<file path="src/source/mem_pkg.sv">
package mem_pkg;

    localparam int unsigned data_width    = 32;
    localparam int unsigned mem_bytes     = 4096;
    localparam int unsigned mem_addr_bits = 12;
    localparam int unsigned mem_words     = mem_bytes / 4;

    // access modes, codes 0, 6 and 7 are undefined
    localparam logic [2:0] mode_word   = 3'd1;
    localparam logic [2:0] mode_half   = 3'd2;
    localparam logic [2:0] mode_byte   = 3'd3;
    localparam logic [2:0] mode_half_u = 3'd4;
    localparam logic [2:0] mode_byte_u = 3'd5;

    // result source, code 3 gives zero
    localparam logic [1:0] src_addr = 2'd0;
    localparam logic [1:0] src_load = 2'd1;
    localparam logic [1:0] src_link = 2'd2;

    // store width between control and lane align
    localparam logic [1:0] width_none = 2'd0;
    localparam logic [1:0] width_byte = 2'd1;
    localparam logic [1:0] width_half = 2'd2;
    localparam logic [1:0] width_word = 2'd3;

    typedef struct packed {
        logic                  valid;
        logic                  write_en;
        logic [2:0]            mode;
        logic [1:0]            result_src;
        logic [data_width-1:0] addr;
        logic [data_width-1:0] wdata;
    } mem_req_t;

    typedef struct packed {
        logic                  valid;
        logic [data_width-1:0] result;
        logic                  fault;
    } wb_t;

    typedef struct packed {
        logic [mem_addr_bits-3:0] index;
        logic [3:0]               en;   // lane 3 is the msb
        logic [data_width-1:0]    data;
    } lane_wr_t;

    typedef enum logic [2:0] {
        fmt_word,
        fmt_half_s,
        fmt_half_u,
        fmt_byte_s,
        fmt_byte_u,
        fmt_none
    } load_fmt_t;

endpackage

</file>
<file path="src/source/mem_access_ctrl.sv">
`timescale 1ns/1ps

module mem_access_ctrl
    import mem_pkg::*;
(
    input  mem_req_t                 req,
    output logic [mem_addr_bits-3:0] ram_index,
    output logic [1:0]               store_width,
    output logic                     write_go,
    input  lane_wr_t                 lanes_in,
    output lane_wr_t                 lanes_out,
    output load_fmt_t                fmt,
    input  logic [data_width-1:0]    load_value,
    output wb_t                      wb
);

    logic                  fault;
    logic [data_width-1:0] result_sel;

    assign fault     = req.addr >= mem_bytes;
    assign ram_index = req.addr[mem_addr_bits-1:2];   // word base, bits 1:0 dropped

    always_comb
    begin
        case (req.mode)
            mode_word:
            begin
                store_width = width_word;
                fmt         = fmt_word;
            end
            mode_half:
            begin
                store_width = width_half;
                fmt         = fmt_half_s;
            end
            mode_byte:
            begin
                store_width = width_byte;
                fmt         = fmt_byte_s;
            end
            mode_half_u:
            begin
                store_width = width_half;
                fmt         = fmt_half_u;
            end
            mode_byte_u:
            begin
                store_width = width_byte;
                fmt         = fmt_byte_u;
            end
            default:
            begin
                store_width = width_none;   // undefined mode is a no-op
                fmt         = fmt_none;
            end
        endcase
    end

    assign write_go = req.valid && req.write_en && (store_width != width_none) && !fault;

    always_comb
    begin
        lanes_out    = lanes_in;
        lanes_out.en = write_go ? lanes_in.en : 4'b0000;
    end

    always_comb
    begin
        case (req.result_src)
            src_addr: result_sel = req.addr;
            src_load: result_sel = load_value;
            src_link: result_sel = req.addr + 32'd4;
            default:  result_sel = '0;
        endcase
    end

    assign wb.valid  = req.valid;
    assign wb.result = fault ? '0 : result_sel;
    assign wb.fault  = fault;

    // no lane write while faulting, and a write lands on the requested word
    assert final (!((lanes_out.en != 4'b0000) && (fault || lanes_out.index != ram_index)))
        else $error("mem_access_ctrl: lane write during fault or to the wrong word");

endmodule

</file>
<file path="config.mk">
export PLATFORM = sky130hd
export DESIGN_NAME = mem_access_ctrl
export DESIGN_NICKNAME = d
export VERILOG_FILES = /design/src/source/mem_pkg.sv /design/src/source/mem_access_ctrl.sv
export SDC_FILE = /design/constraint.sdc
export NUM_CORES = 1
export LEC_CHECK = 0
export ABC_CLOCK_PERIOD_IN_PS = 2000
export BUFFER_PORTS_ARGS = -buffer_cell sky130_fd_sc_hd__buf_2
export CORE_AREA = 5 5 92 94
export DETAILED_ROUTE_END_ITERATION = 16
export DIE_AREA = 0 0 97 99
export PLACE_DENSITY = 0.69
export SLEW_MARGIN = 20
export SYNTH_ARGS = -nofsm -noshare
export SYNTH_HDL_FRONTEND = slang
export SYNTH_SLANG_ARGS = --single-unit
</file>
<file path="constraint.sdc">
create_clock -name vclk -period 2
set_clock_uncertainty 0.15 [all_clocks]
set_input_delay 0 -clock vclk [all_inputs]
set_output_delay 0 -clock vclk [all_outputs]
set_load 0.01 [all_outputs]
</file>
# Word-level counts from Yosys, hierarchy flattened
# Cells that the tools add are included.
[word_totals] inputBits=149 ff_bits=0 n_memories=0 rom_bits=0 mem_bits_rw=0 latch_bits=0
[classes] mux=5 div_mod_pow=0 n_addsub=1 eq_ne=7 multipliers=0 bitwise_logic=0 magnitude_cmp=1 n_shift=0 n_reduce_logical=8
[ops] cell="$pmux W32 S3" count=1
[ops] cell="$add A32 B3 Y32 const B" count=1
[ops] cell="$ge A32 B13 Y1 const B" count=1
[ops] cell="$mux W32" count=1
[ops] cell="$pmux W3 S5" count=1
[ops] cell="$eq A3 B2 Y1 const B" count=2
[ops] cell="$eq A3 B3 Y1 const B" count=2
[ops] cell="$pmux W2 S3" count=1
[ops] cell="$mux W4" count=1
[ops] cell="$reduce_or A2 Y1" count=2
[ops] cell="$eq A3 B1 Y1 const B" count=1
[ops] cell="$logic_and A1 B1 Y1" count=3
[ops] cell="$eq A2 B1 Y1 const B" count=1
[ops] cell="$eq A2 B2 Y1 const B" count=1
[ops] cell="$logic_not A2 Y1" count=1
[ops] cell="$reduce_bool A2 Y1" count=1
[ops] cell="$logic_not A1 Y1" count=1

# Longest topological paths before layout
[depth] ltp_word=7 mapped_depth=7 ltp_nobuf=6

# Least setup slack after synthesis
# OpenSTA, ideal clock, no wires.
[synth_timing] path_type="input to output" from="input port req[44] (netlist bit)" to="output port wb[25] (netlist bit)" stages=5 setup_slack_ns=0.183 path_buffers=1 required_time_ns=1.850 arrival_ns=1.667 path_cell_list="nand4_2 > or4_1 > buf_2 > or4_1 > a311oi_1"
[synth_rtl] element="from (decl)" line="mem_access_ctrl.sv:6" text="input mem_req_t req,"
[synth_rtl] element="to (decl)" line="mem_access_ctrl.sv:14" text="output wb_t wb"

==> run metrics <==
status completed; Layout area overhead 58.4%; share of layout cells above drive strength 1 42.7%; initial cell density of the core 21.2%; Final Non-Filler Cells 484; Placer Congestion 0.875; initial drt markers 83; DR pass1 iterations 4; Yosys top cell by area buf_4; PnR worst setup slack 0.0203 ns; final wirelength 8140 microns; largest net degree at the start of global routing 26; Fmax 505 MHz; top-area cell type share of the netlist area 25.2%; fin crit period 1.98 ns; hpwl dp 6300 microns; PD cells 157 nW/um^2; Cells after DPL 442; Max transition margin 65.3%; Critical Path RT 1.85 ns; Clock Buffer Count 0; antenna-violating nets left 0; Leak 1.23 nW; total power 0.000401 W; Mapped Area 1610 sq um; worst min-delay path class primary input to primary output; design area 2540 sq um; # diodes 0; overall die width 97 microns; sequential area share after synthesis 0%; Core Region 7570 sq um; Final Cycle Share 99.0%; nets@finish 536; maxcap violations 0; Top-Level Pins 245; Vias 2,379; worst vdd ir 0.0832 mV; Max Slew Vio Count 0; # DRC 0; element type at the critical path start primary input; Post-synth top cells buf_4 (54), nand2_1 (20), nor2_1 (18), nand3_1 (15), a31oi_1 (13); per-cell routed wire length 16.8 microns; PortBufs 129; worst slew pin tran 0.516 ns; Synth Instances 257; register area 0 sq um; top post-synthesis cells by area buf_4 (25%), a31oi_1 (5.1%), nand2_1 (4.7%); CP arrival 1.83 ns; first-pass GRT wire length 12,400 microns; DP Area 2090 sq um; die area 9600 sq um; CP max FO 5; Overflow after GRT 0; number of global-route vias before repair 2,445; Via density 4.92; most common cell in the synthesized netlist buf_4; pre-CTS WS -0.0482 ns; endpoints failing setup 0; Std-Cell Rows 32; Critical Path End Type primary output; Final Hold Violating Endpoints 0; mean post-synth cell area 6.25 sq um; Crit Path Class primary input to primary output; Yosys warnings 0; unrepaired setup endpoints after global routing no; Chip Height 99 microns; GRT Total Usage 15.3%; count of unique library cells instantiated by Yosys 41; Mapped Nets 409; num sequential 0; initial antenna violation count 0
[critical path, stage by stage]
cell and delay, ns:
buf_2 0.11, nand4_4 0.14, or4_4 0.57, buf_4 0.17, or4_1 0.48, a31oi_1 0.20, buf_2 0.16
[power by group]
group	total [W]	switching, W	internal, W
sequential	0	0	0
combinational	0.000401	0.000206	0.000195
clock	0	0	0
[layer usage]
metal  track usage (%)  vias to the layer above  wire length, microns  share of wire, %
li1                  -                     1153                     -                 -
met1              18.0                     1074                  3160                39
met2              30.5                      152                  4230                52
met3              2.48                        0                   741               9.1
met4             0.324                        0                     0                 0
met5                 0                        -                     0                 0
[kinds of logic (layout without fill, tap and decap cells)]
group,after synthesis,count (layout),share of synthesized area [%]
and+or+nand+nor,114,114,39.8
buffers and inverters,79,204,31.2
AOI/OAI and AO/OA,53,53,22.1
xor gates and xnor gates,6,6,3.27
adders and majority gates,3,3,2.34
muxes,2,2,1.25
[metrics by stage]
step / hold slack [ns] / utilization (%) / setup TNS, ns
finish: 0.0567 / 33.6 / 0
global route: 0.0829 / 33.6 / 0
CTS: 0.0588 / 33.3 / 0
detailed placement: -0.150 / 27.6 / -0.0729
global placement: -0.150 / 27.6 / 0
floorplan: -0.0685 / - / 0
[cell usage in the layout, fill, tap and decap left out, types with 6 or more instances in the layout]
cell type and instances:
buf_4 23, a21oi_1 12, nand3_1 14, or4_1 8
a31oi_1 13, nand4_1 8, buf_2 129, a22oi_1 6
nor4_1 8, inv_1 8, and3_1 8, dlygate4sd3_1 42
nor2_1 17, nand2_1 20
[worst paths after layout]
check                 startpoint  endpoint  slack (ns)  cells after the start
worst min-delay path     req[70]    wb[33]        0.06                      2
worst max-delay path     req[44]    wb[20]        0.02                      7
[timing repair]
action                                 4_1_cts  5_1_grt
resized for setup                            2        4
setup endpoints to repair                    3        4
setup buffers                                0        0
endpoints found under the hold margin       42        0
hold buffers                                42        0
[layout make-up]
cell class	count	area [sq um]
Timing Repair Buffer	194	1240
Multi-Input combinational cell	178	1140
Fill cell	823	5020
Inverter	10	37.5
Tap cell	102	128
Note: power is estimated with default switching activity, not from simulation.
