[config.mk]
export PLATFORM = sky130hd
export DESIGN_NAME = store_lane_align
export DESIGN_NICKNAME = d
export VERILOG_FILES = /design/src/source/mem_pkg.sv /design/src/source/store_lane_align.sv
export SDC_FILE = /design/constraint.sdc
export NUM_CORES = 1
export LEC_CHECK = 0
export BUFFER_PORTS_ARGS = -buffer_cell sky130_fd_sc_hd__buf_4
export CORE_ASPECT_RATIO = 0.9
export CORE_MARGIN = 3
export CORE_UTILIZATION = 30
export DETAILED_ROUTE_END_ITERATION = 10
export PLACE_DENSITY = 0.84
export SETUP_SLACK_MARGIN = 0.15
export SLEW_MARGIN = 20
export SYNTH_ARGS = -nofsm -noshare
export SYNTH_HDL_FRONTEND = slang
export SYNTH_SLANG_ARGS = --single-unit
[constraint.sdc]
create_clock -name vclk -period 1.15
set_input_delay 0.115 -clock vclk [all_inputs]
set_output_delay 0.115 -clock vclk [all_outputs]
set_load 0.1 [all_outputs]
[src/source/mem_pkg.sv]
package mem_pkg;

    localparam int unsigned data_width    = 32;
    localparam int unsigned mem_bytes     = 4096;
    localparam int unsigned mem_addr_bits = 12;
    localparam int unsigned mem_words     = mem_bytes / 4;

    // access modes, codes 0, 6 and 7 are undefined
    localparam logic [2:0] mode_word   = 3'd1;
    localparam logic [2:0] mode_half   = 3'd2;
    localparam logic [2:0] mode_byte   = 3'd3;
    localparam logic [2:0] mode_half_u = 3'd4;
    localparam logic [2:0] mode_byte_u = 3'd5;

    // result source, code 3 gives zero
    localparam logic [1:0] src_addr = 2'd0;
    localparam logic [1:0] src_load = 2'd1;
    localparam logic [1:0] src_link = 2'd2;

    // store width between control and lane align
    localparam logic [1:0] width_none = 2'd0;
    localparam logic [1:0] width_byte = 2'd1;
    localparam logic [1:0] width_half = 2'd2;
    localparam logic [1:0] width_word = 2'd3;

    typedef struct packed {
        logic                  valid;
        logic                  write_en;
        logic [2:0]            mode;
        logic [1:0]            result_src;
        logic [data_width-1:0] addr;
        logic [data_width-1:0] wdata;
    } mem_req_t;

    typedef struct packed {
        logic                  valid;
        logic [data_width-1:0] result;
        logic                  fault;
    } wb_t;

    typedef struct packed {
        logic [mem_addr_bits-3:0] index;
        logic [3:0]               en;   // lane 3 is the msb
        logic [data_width-1:0]    data;
    } lane_wr_t;

    typedef enum logic [2:0] {
        fmt_word,
        fmt_half_s,
        fmt_half_u,
        fmt_byte_s,
        fmt_byte_u,
        fmt_none
    } load_fmt_t;

endpackage

[src/source/store_lane_align.sv]
`timescale 1ns/1ps

module store_lane_align
    import mem_pkg::*;
(
    input  logic [mem_addr_bits-3:0] index,
    input  logic [1:0]               store_width,
    input  logic [data_width-1:0]    wdata,
    output lane_wr_t                 lanes
);

    always_comb
    begin
        lanes.index = index;
        case (store_width)
            width_word:
            begin
                lanes.en   = 4'b1111;
                lanes.data = wdata;
            end
            width_half:
            begin
                lanes.en   = 4'b1100;
                lanes.data = {wdata[15:0], 16'h0000};   // low half onto lanes 3,2
            end
            width_byte:
            begin
                lanes.en   = 4'b1000;
                lanes.data = {wdata[7:0], 24'h000000};
            end
            default:
            begin
                lanes.en   = 4'b0000;
                lanes.data = '0;
            end
        endcase
    end

endmodule

==> metrics.yaml, run 1 <==
outcome:
  outcome: "stopped before the end"
  last-stage-reached: "clock tree synthesis (4_1_cts)"
  error_line: "[ERROR DPL-0033] detailed placement checks failed during check placement."
synthesis:
  seq_area_frac_synth: 0
  synthesis.yosys.warnings: 0
  synth_compound_area_frac: 0.123
  syn-instance-count: 72
  synthAdderAreaFrac: 0
  combinational_family_with_the_most_area_after_synthesis: "multiplexers"
  synth_cell_type_count: 13
  synth_fp_nets: 116
  simple_gate_area_share_of_the_yosys_netlist: 0.297
  muxShareOfSynthArea: 0.319
  xor_xnor_share_of_the_synthesized_area: 0
  synth_area_per_cell_um2: 7.89
  mappedNetlistArea_um2: 568
clock_tree:
  post_cts_buffers: 3
  post_cts_resized: 82
  count_of_hold_fix_buffers_inserted_at_cts: 0
die:
  die_span_y_um: 47.3
  io_pins: 90
  start_util: 0.328
  num_rows: 14
  fp.dieW_um: 51.9
placed_design:
  dp_hpwl_um: 1830
  portBuffers: 70
  routabilityCongestion: 0.657
  pre_cts_ws_ps: -160
  post_dp_cell_area_um2: 1260
-- synthesized netlist by cell type --
master / instances / area share
sky130_fd_sc_hd__clkbuf_1: 5 / 0.033
sky130_fd_sc_hd__buf_4: 11 / 0.15
sky130_fd_sc_hd__buf_12: 1 / 0.035
sky130_fd_sc_hd__nor2b_1: 9 / 0.099
sky130_fd_sc_hd__buf_2: 3 / 0.026
sky130_fd_sc_hd__mux2i_1: 8 / 0.14
sky130_fd_sc_hd__buf_6: 1 / 0.020
sky130_fd_sc_hd__and3_1: 16 / 0.18
sky130_fd_sc_hd__a22o_1: 8 / 0.12
sky130_fd_sc_hd__mux2_2: 5 / 0.099
sky130_fd_sc_hd__and2_1: 1 / 0.011
sky130_fd_sc_hd__or2_2: 1 / 0.011
sky130_fd_sc_hd__mux2_4: 3 / 0.079
-- logic make-up after synthesis --
| logic type | count (synthesis) |
|---|---|
| compound gates | 8 |
| buf+inv | 21 |
| mux | 16 |
| simple gates | 27 |
-- metrics by stage --
| stage | hold WS (ps) | util | std cells |
|---|---|---|---|
| after floorplan | 442 | - | 72 |
| after global placement | 231 | 0.727 | 154 |
| after detailed placement | 231 | 0.727 | 154 |
==> inputs of run 2 (changes only) <==
--- a/config.mk
+++ b/config.mk
@@ -6,12 +6,10 @@
 export NUM_CORES = 1
 export LEC_CHECK = 0
 export BUFFER_PORTS_ARGS = -buffer_cell sky130_fd_sc_hd__buf_4
-export CORE_ASPECT_RATIO = 0.9
-export CORE_MARGIN = 3
-export CORE_UTILIZATION = 30
+export CORE_AREA = 3 3 64 66
 export DETAILED_ROUTE_END_ITERATION = 10
-export PLACE_DENSITY = 0.84
-export SETUP_SLACK_MARGIN = 0.15
+export DIE_AREA = 0 0 67 69
+export PLACE_DENSITY_LB_ADDON = 0.15
 export SLEW_MARGIN = 20
 export SYNTH_ARGS = -nofsm -noshare
 export SYNTH_HDL_FRONTEND = slang
==> run 2 against run 1 <==
  * The run now ends clean
  * Synthesized area did not move
  * Synthesized cell count did not move
==> metrics.yaml, run 2 <==
worst_setup_path:
  cp-startpoint: "store_width[0]"
  critical_path_required_ps: 1030
  cp_data_arrival_time_ps: 1000
  critical_path.endpoint: "lanes[29]"
  criticalPathCategory: "input port to output pin"
  critPathMaxFanout: 11
  cp-start-kind: "input port"
  cp-end-kind: "output pin"
global_routing:
  first_pass_grt_wire_length_um: 3190
  total_grt_overflow: 0
  grt_start_max_net_pins: 36
  grt_pass1_vias: 670
  grt_antenna_before_repair: 0
  track_usage: 0.0812
placed_design:
  pre_cts_ws_ps: -155  # +4.59 ps
  dp_hpwl_um: 1710  # -6.7%
  portBuffers: 70  # unchanged
  post_dp_cell_area_um2: 1160  # -7.7%
  routabilityCongestion: 0.697  # +6.1%
  dp.cells: 176  # +14%
worst_hold_path:
  timing.hold.worst_path_depth: 0
  worstHoldPathType: "input port to output pin"
finish:
  antenna_cells: 0
  final-instance-count-excl-fill: 177
  postLayoutCellArea_um2: 1240
  layout.cells.most_common: "sky130_fd_sc_hd__buf_4"
  register_area_um2: 0
  final_core_area_utilization: 0.342
  finalNetCount: 175
  layout.sequential_cells: 0
  layout_common_cells: "sky130_fd_sc_hd__buf_4, sky130_fd_sc_hd__and3_2, sky130_fd_sc_hd__nor2b_4, sky130_fd_sc_hd__a22o_2, sky130_fd_sc_hd__mux2i_1"
  synthToLayoutAreaGrowth_pct: 119
  drive_above_1_share: 0.938
  clk_buf: 0
power_and_ir_drop:
  power_per_cell_area_nw_per_um2: 800
  leakagePower_nw: 0.694
  peakVddDrop_uv: 322
synthesis:
  synth_largest_area_cell: "sky130_fd_sc_hd__and3_1"
  seq_area_frac_synth: 0  # unchanged
  synth_common_cells: "sky130_fd_sc_hd__and3_1, sky130_fd_sc_hd__buf_4, sky130_fd_sc_hd__nor2b_1"
  synth_fp_nets: 116  # unchanged
  synth_cell_type_count: 13  # unchanged
  synth_top_cells_by_area: "sky130_fd_sc_hd__and3_1, sky130_fd_sc_hd__buf_4, sky130_fd_sc_hd__mux2i_1, sky130_fd_sc_hd__a22o_1, sky130_fd_sc_hd__mux2_2"
  synth_top_area_frac: 0.176  # unchanged
  mappedNetlistArea_um2: 568  # unchanged
  synth_area_per_cell_um2: 7.89  # unchanged
  synthesis.yosys.warnings: 0  # unchanged
  synthMostInstantiatedCell: "sky130_fd_sc_hd__and3_1"
  syn-instance-count: 72  # unchanged
die:
  core-area_um2: 3630
  design.die.area_um2: 4620
  io_pins: 90  # unchanged
  start_util: 0.156  # -0.171
  num_rows: 22  # +8
  die_span_y_um: 69  # +46%
  fp.dieW_um: 67  # +29%
outcome:
  outcome: "finished, final reports clean"
timing:
  maxClockFrequency_mhz: 900
  final.setup.worst_slack_ps: 38.3
  rsz0062_at_grt: "false"
  report.final.slew_viol_count: 0
  layout_worst_path_cycle_share: 0.967
  tightestPinTransition_ps: 250
  finalHoldViolations: 0
  maxSlewHeadroom: 0.829
  setup_viol: 0
  final_period_demand_of_the_worst_path_ps: 1110
routing:
  drc: 0
  dr.pass1.iters: 2
  totalWireLength_um: 2240
  first_iter_violations: 2
  drt-wirelength-per-cell_um: 12.7
  drt-vias-per-instance: 4.11
  route.vias.total: 727
  drtAntennaViolNets: 0
clock_tree:
  count_of_hold_fix_buffers_inserted_at_cts: 0  # unchanged
run:
  maxCapViolCount: 0
-- run 2: cell families (layout without fill, tap and decap cells) --
family | count (synthesis) | in the layout | share of synthesized area
AND/OR/NAND/NOR | 27 | 27 | 0.297
buffers and inverters | 21 | 78 | 0.260
multiplexers | 16 | 16 | 0.319
AO/OA/AOI/OAI | 8 | 8 | 0.123
-- run 2: layout make-up --
| type | instances | area, um2 |
|---|---|---|
| well taps | 48 | 60.1 |
| multi-input cells | 51 | 517 |
| repair buffers | 78 | 667 |
| fillers | 390 | 2390 |
-- run 2: worst min-delay path by stage --
| stage | slack, ps | end | start |
|---|---|---|---|
| 4_1_cts | 230 | lanes[38] | index[2] |
| 2_1_floorplan | 440 | lanes[36] | index[0] |
| 3_3_place_gp | 230 | lanes[38] | index[2] |
| 6_report | 230 | lanes[36] | index[0] |
| 5_1_grt | 230 | lanes[37] | index[1] |
| 3_5_place_dp | 230 | lanes[38] | index[2] |
-- run 2: layer usage --
layer,up-vias,track usage,part of all wire
met4,0,0.00450,0.0022
met5,-,0,0
met3,4,0.00489,0.085
met1,323,0.0908,0.39
li1,360,-,-
met2,40,0.166,0.53
-- run 2: metrics by stage --
stage               TNS [ps]  total power [mW]  hold WS, ps
CTS                        0             0.984          231
finish                     0             0.995          230
detailed placement     -1560             0.960          231
floorplan              -82.4             0.910          442
global placement       -1270             0.958          231
global route               0              1.03          230
-- run 2: critical path, stage by stage --
cell and delay [ps]:
sky130_fd_sc_hd__buf_16 110, sky130_fd_sc_hd__mux2_2 330, sky130_fd_sc_hd__a22o_2 280, sky130_fd_sc_hd__buf_12 170
-- run 2: repair_timing --
item                                    in CTS  in global routing
endpoints found under the setup margin      16                  5
cloned                                       0                  1
resized for setup                           10                  3
setup buffers                                0                  0
-- run 2: report_power, final --
| group | switching, mW | internal, mW | leakage, nW | total [mW] |
|---|---|---|---|---|
| logic | 0.674 | 0.321 | 0.694 | 0.995 |
| registers | 0 | 0 | 0 | 0 |
| clock network | 0 | 0 | 0 | 0 |
| total | 0.674 | 0.321 | 0.694 | 0.995 |
(Power assumes the default switching activity.)
