## src/source/mem_pkg.sv

```systemverilog
package mem_pkg;

    localparam int unsigned data_width    = 32;
    localparam int unsigned mem_bytes     = 4096;
    localparam int unsigned mem_addr_bits = 12;
    localparam int unsigned mem_words     = mem_bytes / 4;

    // access modes, codes 0, 6 and 7 are undefined
    localparam logic [2:0] mode_word   = 3'd1;
    localparam logic [2:0] mode_half   = 3'd2;
    localparam logic [2:0] mode_byte   = 3'd3;
    localparam logic [2:0] mode_half_u = 3'd4;
    localparam logic [2:0] mode_byte_u = 3'd5;

    // result source, code 3 gives zero
    localparam logic [1:0] src_addr = 2'd0;
    localparam logic [1:0] src_load = 2'd1;
    localparam logic [1:0] src_link = 2'd2;

    // store width between control and lane align
    localparam logic [1:0] width_none = 2'd0;
    localparam logic [1:0] width_byte = 2'd1;
    localparam logic [1:0] width_half = 2'd2;
    localparam logic [1:0] width_word = 2'd3;

    typedef struct packed {
        logic                  valid;
        logic                  write_en;
        logic [2:0]            mode;
        logic [1:0]            result_src;
        logic [data_width-1:0] addr;
        logic [data_width-1:0] wdata;
    } mem_req_t;

    typedef struct packed {
        logic                  valid;
        logic [data_width-1:0] result;
        logic                  fault;
    } wb_t;

    typedef struct packed {
        logic [mem_addr_bits-3:0] index;
        logic [3:0]               en;   // lane 3 is the msb
        logic [data_width-1:0]    data;
    } lane_wr_t;

    typedef enum logic [2:0] {
        fmt_word,
        fmt_half_s,
        fmt_half_u,
        fmt_byte_s,
        fmt_byte_u,
        fmt_none
    } load_fmt_t;

endpackage

```

## src/source/load_extend.sv

```systemverilog
`timescale 1ns/1ps

module load_extend
    import mem_pkg::*;
(
    input  logic [data_width-1:0] read_word,
    input  load_fmt_t             fmt,
    output logic [data_width-1:0] load_value
);

    logic [15:0] half_val;
    logic [7:0]  byte_val;

    assign half_val = read_word[31:16];   // lanes 3,2
    assign byte_val = read_word[31:24];   // lane 3

    always_comb
    begin
        case (fmt)
            fmt_word:
            begin
                load_value = read_word;
            end
            fmt_half_s:
            begin
                load_value = {{16{half_val[15]}}, half_val};
            end
            fmt_half_u:
            begin
                load_value = {16'h0000, half_val};
            end
            fmt_byte_s:
            begin
                load_value = {{24{byte_val[7]}}, byte_val};
            end
            fmt_byte_u:
            begin
                load_value = {24'h000000, byte_val};
            end
            default:
            begin
                load_value = '0;   // fmt_none
            end
        endcase
    end

endmodule

```

## config.mk

```make
export PLATFORM = sky130hd
export DESIGN_NAME = load_extend
export DESIGN_NICKNAME = d
export VERILOG_FILES = /design/src/source/mem_pkg.sv /design/src/source/load_extend.sv
export SDC_FILE = /design/constraint.sdc
export NUM_CORES = 1
export LEC_CHECK = 0
export BUFFER_PORTS_ARGS = -buffer_cell sky130_fd_sc_hd__buf_2
export CORE_MARGIN = 4
export CORE_UTILIZATION = 41
export DETAILED_ROUTE_END_ITERATION = 10
export MAX_ROUTING_LAYER = met4
export PLACE_DENSITY = 0.85
export SETUP_SLACK_MARGIN = 0.4
export SLEW_MARGIN = 20
export SYNTH_ARGS = -nofsm -noshare
export SYNTH_HDL_FRONTEND = slang
export SYNTH_SLANG_ARGS = --single-unit
```

## constraint.sdc

```tcl
create_clock -name vclk -period 1.2
set_clock_uncertainty 0.2 [all_clocks]
set_input_delay 0.06 -clock vclk [all_inputs]
set_output_delay 0.06 -clock vclk [all_outputs]
set_load 0.005 [all_outputs]
```

Word level (Yosys, flattened, before mapping)
Cells that the tools add are included. Widths: inputs -> output; s select.

Mux-type cells: 1. Reduce and logical (&&, ||, !) cells: 1. Eq/ne operators: 4.

Operator list (number): $pmux 32 s5 (1); $eq 3x2->1 const B (2); $eq 3x1->1 const B (1); $eq 3x3->1 const B (1); $logic_not 3->1 (1).

Register bits after elaboration: 0. Bits of input ports: 35. Output and inout bits: 32.

Depth between registers and ports, before layout
Word-level depth: 2. Gate-level depth with buffers: 5. Mapped depth without buffers: 3.

Least setup slack after synthesis
Ideal clock, no wire load.

Kind: input to output. Start: in fmt[1]. End: out load_value[7]. Arrival: 0.811 ns. Stages: 5. Required time: 0.940 ns. Path buffers: 2. Setup slack: 0.129 ns. Cells stage by stage: buf_4 nor2_4 and2_4 buf_6 a211o_1.

Word-level cells in the longest chain between the ends: 2. Elaborated cells between the ends (all ways): 6. Those cells by class: eq/ne (4); mux (1); reduce/logical (1).

Ends and longest elaborated chain: start: declaration (line load_extend.sv:7) `input load_fmt_t fmt,`; $eq 3x3->1 (tied with other cells) (line load_extend.sv:19) `case (fmt)`; $pmux 32 s5 * (line load_extend.sv:19); end: declaration (line load_extend.sv:8) `output logic [data_width-1:0] load_value`.

Mark *: on every way between the ends. The rest lies on a longest branch, timed or not.

Worst setup path after layout
Start: in fmt[0]. End: out load_value[13].

The elaborated chain is that of the path after synthesis.

==> results.rst <==
.. list-table::
   :header-rows: 1

   * - Metric
     - Value
   * - Violations in the final reports
     - negative setup slack
   * - Worst setup slack after layout
     - -0.145 ns
   * - Row cnt
     - 15
   * - Final hold violation count
     - 0
   * - Final nets
     - 225
   * - Kind of start point of the critical path
     - input port
   * - Vias in the first global route
     - 1,168
   * - Number of sequential cells
     - 0
   * - Overall overflow remaining after global route
     - 0
   * - Starting density of the core
     - 0.443
   * - Via/cell ratio
     - 6.51
   * - Cell depth of the worst hold path
     - 4
   * - Max-cap check violation count
     - 0
   * - Synthesized net count
     - 152
   * - Critical path required time
     - 0.94 ns
   * - Worst-margin pin slew
     - ~0.32 ns
   * - Core area
     - approximately 1800 um^2
   * - Internal power consumption
     - 0.331 mW
   * - Initial antenna violation count
     - 0
   * - Hold Crit Class
     - in2out
   * - Maximum fanout encountered on the critical timing path
     - 15
   * - Power density relative to cell area
     - approximately 410 nW/um^2
   * - Cell total after placement
     - 206
   * - Sequential share of power
     - 0
   * - Total vias in the final route
     - approximately 1,400
   * - Setup repair after global routing missed its margin
     - yes
   * - Horiz. Die Dim
     - 51.7 um
   * - Non-filler instance count after layout
     - between 200 and 250
   * - Detailed Route Iter0 Violations
     - 46
   * - Critical path arrival
     - 1.08 ns
   * - Instance count of the mapped netlist
     - between 100 and 150
   * - Proportion of layout cells with a drive suffix above 1
     - 0.867
   * - Setup crit end kind
     - primary output
   * - Switching power share of the total
     - 0.516
   * - Final-layout clock buffer total
     - 0
   * - Maximum number of pins on one net before global-route repair
     - 22
   * - Hold endpoint
     - load_value[15]
   * - Total net switching power
     - 0.352 mW
   * - Final Routed Wirelength
     - 5010 um
   * - Overall die area
     - 2670 um^2
   * - Number of warnings issued by yosys
     - 0
   * - Overall die height
     - 51.7 um
   * - Overall track demand over capacity in global routing
     - 0.281
   * - Final weighted congestion of routability-driven global placement
     - 0.717
   * - Post-CTS Hold Fix Bufs
     - 0
   * - Worst max-slew margin expressed relative to the limit
     - 0.786
   * - DR WL/cell
     - about 24 um
   * - Max Clock Freq
     - ~740 MHz
   * - Drt first pass iters
     - 4
   * - Crit Path Class
     - in2out
   * - IO buf count
     - 67
   * - Post-layout min period
     - 1.34 ns
   * - # IOs
     - 67
   * - Worst hold path startpoint
     - read_word[15]
   * - Number of fill cells
     - 57
   * - Share of synthesized area occupied by flip-flops and latches
     - 0
   * - Diode count
     - 0
   * - Ratio of final minimum period to clock period
     - 1.12
   * - Per-instance average area after synthesis
     - 6.68 um^2
   * - Layout overhead on the synthesized area
     - 113%
   * - Area of all sequential standard cells
     - 0 um^2
   * - First-pass GRT wire length
     - 5730 um
   * - Antenna Violating Nets Remaining
     - 0
   * - Combinational Power Share
     - 1.000
   * - Number of setup violations in the final report
     - 8
   * - Outcome
     - complete, but fails checks
   * - Static power due to leakage
     - ~0.80 nW
   * - Post-placement setup slack
     - -0.143 ns
   * - Post-synth design cell area
     - 782 um^2
   * - Largest voltage drop on the vdd net
     - 0.000276 V
   * - Number of max-slew violations in the final report
     - 0
   * - Drc violations
     - 0
   * - Clk pwr share
     - 0
   * - Yosys cell types
     - 21
   * - Placed wire-length estimate
     - about 2400 um
[kinds of logic after synthesis]
logic type	Yosys count	synth area share
multiplexers	15	0.192
AND/OR/NAND/NOR	39	0.275
AO/OA/AOI/OAI	47	0.395
buffers and inverters	16	0.138
[synth_stat cells]
cell | instances | area [um^2]
sky130_fd_sc_hd__nor3b_1 | 1 | 7.51
sky130_fd_sc_hd__nor2_1 | 1 | 3.75
sky130_fd_sc_hd__a21oi_1 | 17 | 85.1
sky130_fd_sc_hd__buf_2 | 8 | 40.0
sky130_fd_sc_hd__buf_4 | 2 | 15.0
sky130_fd_sc_hd__a21o_1 | 7 | 52.6
sky130_fd_sc_hd__nand2b_1 | 9 | 56.3
sky130_fd_sc_hd__nand2_1 | 16 | 60.1
sky130_fd_sc_hd__nor2_4 | 1 | 11.3
sky130_fd_sc_hd__a311oi_1 | 7 | 61.3
sky130_fd_sc_hd__o22ai_1 | 7 | 43.8
sky130_fd_sc_hd__mux2i_1 | 15 | 150
sky130_fd_sc_hd__a211oi_1 | 7 | 52.6
sky130_fd_sc_hd__a211o_1 | 1 | 8.76
sky130_fd_sc_hd__o21ai_0 | 1 | 5.00
sky130_fd_sc_hd__nor2b_1 | 8 | 50.1
sky130_fd_sc_hd__clkbuf_1 | 2 | 7.51
sky130_fd_sc_hd__nand2_4 | 1 | 11.3
sky130_fd_sc_hd__or2_1 | 1 | 6.26
sky130_fd_sc_hd__and2_4 | 1 | 8.76
sky130_fd_sc_hd__buf_6 | 4 | 45.0
[layer usage]
layer / track usage / up-vias / wire (um)
met5: - / - / 0
met3: 0.0115 / 38 / 509
met4: 0.00437 / 0 / 354
met1: 0.354 / 639 / 1710
met2: 0.525 / 133 / 2430
li1: - / 576 / -
[layout make-up]
class              count  area, um^2  area share
multi-input cells    102        1040       0.626
well taps             25        31.3      0.0188
repair buffers        86         592       0.355
[cell usage in the layout (no fill, tap or decap), drive strengths merged]
| master | netlist | layout |
|---|---|---|
| buf | 14 | 85 |
| o21ai | 1 | 1 |
| nand2 | 17 | 18 |
| a211oi | 7 | 7 |
| clkbuf | 2 | 1 |
| o22ai | 7 | 7 |
| a211o | 1 | 1 |
| a21oi | 17 | 17 |
| mux2i | 15 | 15 |
| nand2b | 9 | 9 |
| and2 | 1 | 1 |
| nor2b | 8 | 8 |
| nor3b | 1 | 1 |
| a311oi | 7 | 7 |
| nor2 | 2 | 2 |
| or2 | 1 | 1 |
| a21o | 7 | 7 |
[worst max path at each step]
stage                     startpoint        endpoint  slack [ns]
after CTS                     fmt[0]   load_value[3]        0.03
after global placement        fmt[0]   load_value[6]       -0.08
after detailed placement      fmt[0]  load_value[14]       -0.14
final                         fmt[0]  load_value[13]       -0.14
after floorplan               fmt[0]   load_value[1]        0.19
after global routing          fmt[0]  load_value[13]       -0.17
[power by group through the flow]
stage | clock (mW) | sequential (mW) | combinational, mW
global placement | 0 | 0 | 0.479
floorplan | 0 | 0 | 0.330
detailed placement | 0 | 0 | 0.494
global route | 0 | 0 | 0.720
CTS | 0 | 0 | 0.567
finish | 0 | 0 | 0.684
[repair_timing]
action                                  CTS  global route
resized for setup                        37            27
endpoints found under the setup margin   32            32
buffers inserted                          1             3
pin swaps                                17            11
gates cloned                              2             1
[per-stage QoR]
| stage | cell area [um^2] | power [mW] | util | hold WS [ns] | setup TNS (ns) |
|---|---|---|---|---|---|
| after floorplan | 1020 | 0.330 | - | 0.0100 | 0 |
| after global placement | 1330 | 0.479 | 0.752 | 0.249 | -0.910 |
| after detailed placement | 1330 | 0.494 | 0.752 | 0.253 | -1.46 |
| after CTS | 1510 | 0.567 | 0.854 | 0.257 | 0 |
| after global routing | 1670 | 0.720 | 0.945 | 0.259 | -0.576 |
| final | 1670 | 0.684 | 0.945 | 0.250 | -0.277 |
[critical path: stages]
cell	delay (ns)
sky130_fd_sc_hd__buf_12	0.12
sky130_fd_sc_hd__buf_6	0.16
sky130_fd_sc_hd__nor2b_2	0.12
sky130_fd_sc_hd__a211oi_1	0.06
sky130_fd_sc_hd__a311oi_2	0.35
sky130_fd_sc_hd__buf_2	0.21
Note: power is estimated with default switching activity, not from simulation.
