**src/source/mem_pkg.sv**
```systemverilog
package mem_pkg;

    localparam int unsigned data_width    = 32;
    localparam int unsigned mem_bytes     = 4096;
    localparam int unsigned mem_addr_bits = 12;
    localparam int unsigned mem_words     = mem_bytes / 4;

    // access modes, codes 0, 6 and 7 are undefined
    localparam logic [2:0] mode_word   = 3'd1;
    localparam logic [2:0] mode_half   = 3'd2;
    localparam logic [2:0] mode_byte   = 3'd3;
    localparam logic [2:0] mode_half_u = 3'd4;
    localparam logic [2:0] mode_byte_u = 3'd5;

    // result source, code 3 gives zero
    localparam logic [1:0] src_addr = 2'd0;
    localparam logic [1:0] src_load = 2'd1;
    localparam logic [1:0] src_link = 2'd2;

    // store width between control and lane align
    localparam logic [1:0] width_none = 2'd0;
    localparam logic [1:0] width_byte = 2'd1;
    localparam logic [1:0] width_half = 2'd2;
    localparam logic [1:0] width_word = 2'd3;

    typedef struct packed {
        logic                  valid;
        logic                  write_en;
        logic [2:0]            mode;
        logic [1:0]            result_src;
        logic [data_width-1:0] addr;
        logic [data_width-1:0] wdata;
    } mem_req_t;

    typedef struct packed {
        logic                  valid;
        logic [data_width-1:0] result;
        logic                  fault;
    } wb_t;

    typedef struct packed {
        logic [mem_addr_bits-3:0] index;
        logic [3:0]               en;   // lane 3 is the msb
        logic [data_width-1:0]    data;
    } lane_wr_t;

    typedef enum logic [2:0] {
        fmt_word,
        fmt_half_s,
        fmt_half_u,
        fmt_byte_s,
        fmt_byte_u,
        fmt_none
    } load_fmt_t;

endpackage

```
**src/source/stage_reg.sv**
```systemverilog
`timescale 1ns/1ps

module stage_reg
    import mem_pkg::*;
#(
    parameter type payload_t = wb_t
)
(
    input  logic     clk,
    input  logic     reset,
    input  payload_t d,
    output payload_t q
);

    always_ff @(posedge clk)
    begin
        if (reset)
        begin
            q <= '0;   // drops valid
        end
        else
        begin
            q <= d;
        end
    end

    // strobe must never go X once out of reset, or a result gets lost
    assert property (@(posedge clk) disable iff (reset) !$isunknown(q.valid))
        else $error("stage_reg: valid unknown");

endmodule

```
**config.mk**
```make
export PLATFORM = sky130hd
export DESIGN_NAME = stage_reg
export DESIGN_NICKNAME = d
export VERILOG_FILES = /design/src/source/mem_pkg.sv /design/src/source/stage_reg.sv
export SDC_FILE = /design/constraint.sdc
export NUM_CORES = 1
export LEC_CHECK = 0
export BUFFER_PORTS_ARGS = -buffer_cell sky130_fd_sc_hd__buf_2
export CORE_MARGIN = 2
export CORE_UTILIZATION = 40
export CTS_BUF_LIST = sky130_fd_sc_hd__clkbuf_8
export DETAILED_ROUTE_END_ITERATION = 12
export PLACE_DENSITY = 0.88
export SLEW_MARGIN = 20
export SYNTH_ARGS = -nofsm -noshare
export SYNTH_HDL_FRONTEND = slang
export SYNTH_SLANG_ARGS = --single-unit
```
**constraint.sdc**
```tcl
create_clock -name clk -period 0.8 [get_ports clk]
set_input_delay 0.04 -clock clk [delete_from_list [all_inputs] [get_ports clk]]
set_output_delay 0.04 -clock clk [all_outputs]
set_load 0.1 [all_outputs]
```
==> results.cfg, run 1 <==
[floorplanning]
placementRows = 17
die_width_um = 52.4
ioPinCount = 70
chipHeight_um = 52.4
initial_utilization = 0.424

[synthesis]
syn_inst = 71
ys_types = 4
postSynthRegisterBits = 34
synth.yosys.seq_area_share = 0.726
netlist_area_sq_um = 937
syn_nets = 107
synth_top_cells_by_area = dfxtp_1 73%, nor2b_1 20%, and2b_2 3.7%
synth_largest_type_area_fraction = 0.726
synth.yosys.warnings = 0
synth_area_leader_cell = dfxtp_1
synth_area_per_cell_sq_um = 13.2

[timing]
postGrtWorstEndpoint = q[22]
worst_path_end_type = top-level output

[clocking]
cts_buffers = 5
post_cts_resized = 0
cts_root_buffer = clkbuf_8
clock_sink_count = 34
cts_htree_levels = 2
cts.path.max_buffers = 2

[grt]
antenna_found_initial = 0
pin_count_of_the_biggest_net_entering_global_routing = 18

[status]
outcome = did not finish
first-error = [ERROR DPL-0033] detailed placement checks failed during check placement.
haltStage = 5_1_grt

[place]
gp_congestion = 0.653
io_buffer_count = 69
==> what timing repair did <==
action,4_1_cts
endpoints found under the hold margin,20
endpoints found under the setup margin,34
setup buffers,0
hold buffers,20
==> metrics by stage <==
stage                      util  setup slack, ps  std cells  hold slack (ps)  instance area (sq um)
after floorplan               -              134         71              168                    980
after global placement    0.837              268        167              247                   1850
after detailed placement  0.837              164        167              257                   1850
after CTS                 0.962            -55.2        194             1.06                   2130
==> logic make-up after synthesis <==
group / after synthesis / share of synthesized area
flip-flops: 34 / 0.726
AND/OR/NAND/NOR: 34 / 0.238
buffers and inverters: 3 / 0.0360
==> cell usage after synthesis <==
master / n
dfxtp_1: 34
nor2b_1: 30
and2b_2: 4
buf_6: 3
==> run 2: changes to the inputs <==
--- a/config.mk
+++ b/config.mk
@@ -6,11 +6,10 @@
 export NUM_CORES = 1
 export LEC_CHECK = 0
 export BUFFER_PORTS_ARGS = -buffer_cell sky130_fd_sc_hd__buf_2
-export CORE_MARGIN = 2
-export CORE_UTILIZATION = 40
-export CTS_BUF_LIST = sky130_fd_sc_hd__clkbuf_8
+export CORE_AREA = 2 2 63 65
 export DETAILED_ROUTE_END_ITERATION = 12
-export PLACE_DENSITY = 0.88
+export DIE_AREA = 0 0 65 67
+export PLACE_DENSITY_LB_ADDON = 0.15
 export SLEW_MARGIN = 20
 export SYNTH_ARGS = -nofsm -noshare
 export SYNTH_HDL_FRONTEND = slang
==> run 2 against run 1 <==
  * The flow now finishes, with violations (negative setup slack)
  * Synthesized area did not move
  * Synthesized cell count is the same
==> results.cfg, run 2 <==
[status]
outcome = finished, violations left
failed_checks = negative setup slack

[timing]
layout_setup_ws_ps = -40.4
setup_tns_ps = -896
finalSetupViolCount = 34
hold_viol = 0
worst_slew_pin_slew_ps = 192
fin_crit_ps = 840
grt_setup_unrepaired = yes
worst_slew_margin_rel = 0.872
final.period_utilization = 1.05
fmax_ghz = 1.19
slew_viol_final = 0

[synthesis]
synth.yosys.warnings = 0
number_of_synthesized_flops_with_an_enable_pin = 0
synth_area_per_cell_sq_um = 13.2
synth_largest_type_area_fraction = 0.726
synth.yosys.seq_area_share = 0.726
synth_commonest_cells = 34 x dfxtp_1, 30 x nor2b_1, 4 x and2b_2
synth_top_flop_cell = dfxtp_1
leading_cell_type_by_number_of_instances_after_synthesis = dfxtp_1
async_flop_share = 0
netlist_area_sq_um = 937
synth_top_cells_by_area = dfxtp_1 73%, nor2b_1 20%, and2b_2 3.7%
syn_nets = 107
ys_types = 4
syn_inst = 71
postSynthRegisterBits = 34
synth_area_leader_cell = dfxtp_1

[floorplanning]
ioPinCount = 70
initial_utilization = 0.260
die_width_um = 65
chipHeight_um = 67
placementRows = 22
die_area_sq_mm = 0.00436
core_area_sq_mm = 0.00361

[worst_setup_path]
cp.arrival_ps = 800
critical_path.startpoint_type = register
critical-path-max-stage-delay_ps = 350
worst-path-buf-inv = 1
critical_path.cell_chain = buf_12
worst_ep_required_time_ps = 760
worst-setup-path-type = reg2out
critical_path.top_delay_family = flip-flops
critPathLaunch = q[0]
crit_path_top_delay_cell = dfxtp_2
worstSetupEndpointType = primary output
worstPathMaxFanout = 1

[clocking]
clock_sink_count = 34
cts.path.max_buffers = 2
cts_buffers = 5
cts_htree_levels = 2
clkSlewWorstSetupHoldPaths_ps = 60
cts_tree = yes
cts_root_buffer = clkbuf_8

[pwr]
vdd_drop_max_uv = 1030
power_leakage_nw = 1.01
power_density_over_cell_area_mw_per_mm2 = 1940

[detailed_routing]
dr.pass1.iters = 2
route.vias.total = 842
drc = 0
vias_per_cell = 3.68
dr.first_iter.drc_count = 21
finalWirelength_um = 2460
routed_wire_length_per_instance_um = 10.7
antenna_left = 0

[finish]
final_core_utilization = 0.640
mostFrequentLayoutCells = 35 x buf_2, 34 x dlygate4sd3_1, 34 x buf_12, 34 x dfxtp_2, 30 x nor2b_1
multiInputGateArea_sq_um = 223
largest_register = q
layout_top_registers = q x34
final_cells = 229
drive_above_1_share = 0.641
flip_flop_count_of_the_largest_register_after_layout = 34
layout.cells.most_common = buf_2
final-seq-area_sq_um = 723
area_growth_pct = 146
finalNetCount = 216
number_of_fill_cells_in_the_layout = 281
num_antenna_cells = 0

[grt]
gr-max-usage-layer = met2
groute.layer.met3.usage = 0.0541
grt_util_all_layers = 0.130
antenna_found_initial = 0
grt_first_pass_wirelength_um = 4130
grt_use_met2 = 0.245
gr-usage-met1 = 0.122
first_global_vias = 892
globalRouteOverflowTotal = 0
pin_count_of_the_biggest_net_entering_global_routing = 21

[place]
detailed_place_hpwl_um = 1710
place_ws_ps = 185
place.detailed.instances = 187
gp_congestion = 0.614
io_buffer_count = 69

[job]
maximum_capacitance_violations = 0

[min_path]
type_of_the_tightest_min_delay_check = in2reg
holdCritStartpoint = reset
run 2: cell counts after synthesis:
No cell type changed its count.
run 2: area by class of cell:
cell class | count | area share
timing repair buffer | 105 | 0.525
clock buffer | 7 | 0.0374
sequential | 34 | 0.313
clock inverter | 1 | 0.00217
tap | 48 | 0.0260
multi-input combinational | 34 | 0.0965
run 2: cells by family (layout without fill, tap and decap cells):
group / Yosys count / after routing / synth area share
buf+inv: 3 / 113 / 0.0360
simple gates: 34 / 34 / 0.238
flops: 34 / 34 / 0.726
run 2: metal layers:
metal	part of all wire	wire, um
met4	0.016	39
met3	0.11	262
met2	0.53	1300
met1	0.35	855
met5	0	0
run 2: power by group:
part,total (mW),switching (mW),leakage (nW),internal [mW]
clock,1.25,0.557,0.0482,0.693
sequential,1.88,0.0741,0.292,1.81
combinational,1.34,0.783,0.673,0.560
run 2: path summary, 6_finish.rpt:
kind	to	slack [ps]	depth (start not counted)
max	q[0]	-40	1
min	q[32]	110	2
run 2: what timing repair did:
item	in CTS	in global routing
gates cloned	0	0
resized for setup	0	0
setup buffers	0	0
endpoints found under the setup margin	34	34
hold buffers	34	0
hold endpoints to repair	34	0
run 2: per-stage QoR:
step	instance area (sq um)	hold slack, ps	total power, mW
after CTS	2310	103	4.53
after global routing	2310	120	4.65
after floorplan	980	168	2.62
final	2310	112	4.47
after global placement	1880	248	3.12
after detailed placement	1880	254	3.14
Note: power is estimated with default switching activity, not from simulation.
==> run 3: changes to the inputs <==
--- a/config.mk
+++ b/config.mk
@@ -5,6 +5,7 @@
 export SDC_FILE = /design/constraint.sdc
 export NUM_CORES = 1
 export LEC_CHECK = 0
+export ABC_AREA = 1
 export BUFFER_PORTS_ARGS = -buffer_cell sky130_fd_sc_hd__buf_2
 export CORE_AREA = 2 2 63 65
 export DETAILED_ROUTE_END_ITERATION = 12
==> run 3 against run 2 <==
  * The flow still finishes with violations (negative setup slack)
  * Die area stayed put
  * Clock-buffer cell count stayed put
  * Sequential power hardly changed
  * Routed wire length is 4.7% higher
  * Clock power is 10% lower
  * Synthesized area is 5.2% higher
  * Core utilization is 0.76 points higher
  * Critical path depth stayed put
  * Combinational power hardly changed
  * First-iteration DRC count is 43% lower
  * Largest cell class unchanged
  * Highest routed layer unchanged
==> results.cfg, run 3 <==
[status]
outcome = finished, violations left
failed_checks = negative setup slack

[timing]
slew_viol_final = 0
worst_slew_margin_rel = 0.901
hold_viol = 0
grt_setup_unrepaired = yes
worst_slew_pin_slew_ps = 149
setup_tns_ps = -733
fin_crit_ps = 832
final.period_utilization = 1.04
fmax_ghz = 1.20
finalSetupViolCount = 34
layout_setup_ws_ps = -31.9

[finish]
flip_flop_count_of_the_largest_register_after_layout = 34
final-seq-area_sq_um = 723
mostFrequentLayoutCells = 35 x buf_2, 35 x buf_12, 34 x inv_1, 34 x dlygate4sd3_1, 34 x dfxtp_2
number_of_fill_cells_in_the_layout = 271
multiInputGateArea_sq_um = 133
drive_above_1_share = 0.521
finalNetCount = 249
final_core_utilization = 0.648
area_growth_pct = 137
largest_register = q
layout_top_registers = q x34
num_antenna_cells = 0

[floorplanning]
die_area_sq_mm = 0.00436
ioPinCount = 70
initial_utilization = 0.273
placementRows = 22
core_area_sq_mm = 0.00361
chipHeight_um = 67
die_width_um = 65

[clocking]
cts_htree_levels = 2
cts_root_buffer = clkbuf_8
clock_sink_count = 34
post_cts_resized = 0
cts_buffers = 5
clkSlewWorstSetupHoldPaths_ps = 60
cts.repair_timing.setup_buffer_count = 0
cts.path.max_buffers = 2
cts_tree = yes

[worst_setup_path]
worst-path-buf-inv = 1
worst_ep_required_time_ps = 760
cp.arrival_ps = 790
crit_path_top_delay_cell = dfxtp_2
critical-path-max-stage-delay_ps = 350
critical_path.cell_chain = buf_12
worstSetupEndpointType = primary output
critical_path.startpoint_type = register
worst-setup-path-type = reg2out
critical_path.top_delay_family = flip-flops
worstPathMaxFanout = 1

[pwr]
switching_share = 0.323
power_density_over_cell_area_mw_per_mm2 = 1870
intPower_mw = 2.95
power_leakage_nw = 1.17
pwr-share-clk = 0.257
power.share.combinational = 0.312
share_seq_of_total_power = 0.431
netSwitchingPower_mw = 1.41
vdd_drop_max_uv = 1130
report.power.total_mw = 4.36

[synthesis]
postSynthRegisterBits = 34
netlist_area_sq_um = 986
async_flop_share = 0
number_of_synthesized_flops_with_an_enable_pin = 0
synth_commonest_cells = 34 x dfxtp_1, 34 x inv_1, 32 x nor2_1
ys_types = 5
synth_top_flop_cell = dfxtp_1
synth_area_leader_cell = dfxtp_1
synth.yosys.warnings = 0
synth_top_cells_by_area = dfxtp_1 69%, inv_1 13%, nor2_1 12%
synth_area_per_cell_sq_um = 9.30
synth.yosys.seq_area_share = 0.690
syn_inst = 106
syn_nets = 142
synth_largest_type_area_fraction = 0.690

[grt]
globalRouteOverflowTotal = 0
gr-usage-met1 = 0.105
gr-max-usage-layer = met2
grt_first_pass_wirelength_um = 3970
antenna_found_initial = 0
grt_util_all_layers = 0.126
grt_use_met2 = 0.254
first_global_vias = 948
groute.layer.met3.usage = 0.0524
pin_count_of_the_biggest_net_entering_global_routing = 35

[detailed_routing]
antenna_left = 0
dr.first_iter.drc_count = 12
vias_per_cell = 3.67
route.vias.total = 959
finalWirelength_um = 2580
drc = 0
dr.pass1.iters = 4
routed_wire_length_per_instance_um = 9.87

[min_path]
type_of_the_tightest_min_delay_check = in2reg

[place]
io_buffer_count = 69
gp_congestion = 0.633
detailed_place_hpwl_um = 1660

[job]
maximum_capacitance_violations = 0
==> run 3: what timing repair did <==
| item | CTS | global route |
|---|---|---|
| endpoints found under the hold margin | 34 | 0 |
| endpoints found under the setup margin | 34 | 34 |
| hold buffers | 34 | 0 |
==> run 3: per-stage QoR <==
stage	setup slack, ps	area, sq um	hold WS [ps]	std cells
CTS	-48.6	2340	131	261
floorplan	134	1030	140	106
global route	-65.9	2340	152	261
detailed placement	257	1920	247	220
global placement	270	1920	239	220
finish	-31.9	2340	139	261
==> run 3: kinds of logic after synthesis <==
group,count (synthesis),synth area share
simple gates,34,0.135
buf+inv,38,0.175
flops,34,0.690
==> run 3: layout make-up <==
type,instances,share of cell area
Sequential cell,34,0.310
Clock buffer,7,0.0327
Multi-Input combinational cell,34,0.0568
Inverter,34,0.0546
Timing Repair Buffer,104,0.521
Tap cell,48,0.0257
==> run 3: power by group through the flow <==
stage	Clock [mW]	Sequential [mW]	Combinational (mW)
6_report	1.12	1.88	1.36
5_1_grt	1.26	1.89	1.41
4_1_cts	1.20	1.88	1.36
3_5_place_dp	0	1.92	1.24
3_3_place_gp	0	1.91	1.23
2_1_floorplan	0	2.54	0.104
==> run 3: final timing paths <==
check	from	endpoint	slack, ps	cells past startpoint
worst max-delay path	q[21]	q[21]	-30	1
worst min-delay path	reset	q[24]	140	3
==> run 3: routing by layer <==
metal	vias up	part of all wire
li1	495	-
met1	415	0.32
met2	45	0.59
met3	4	0.071
met4	0	0.018
met5	-	0
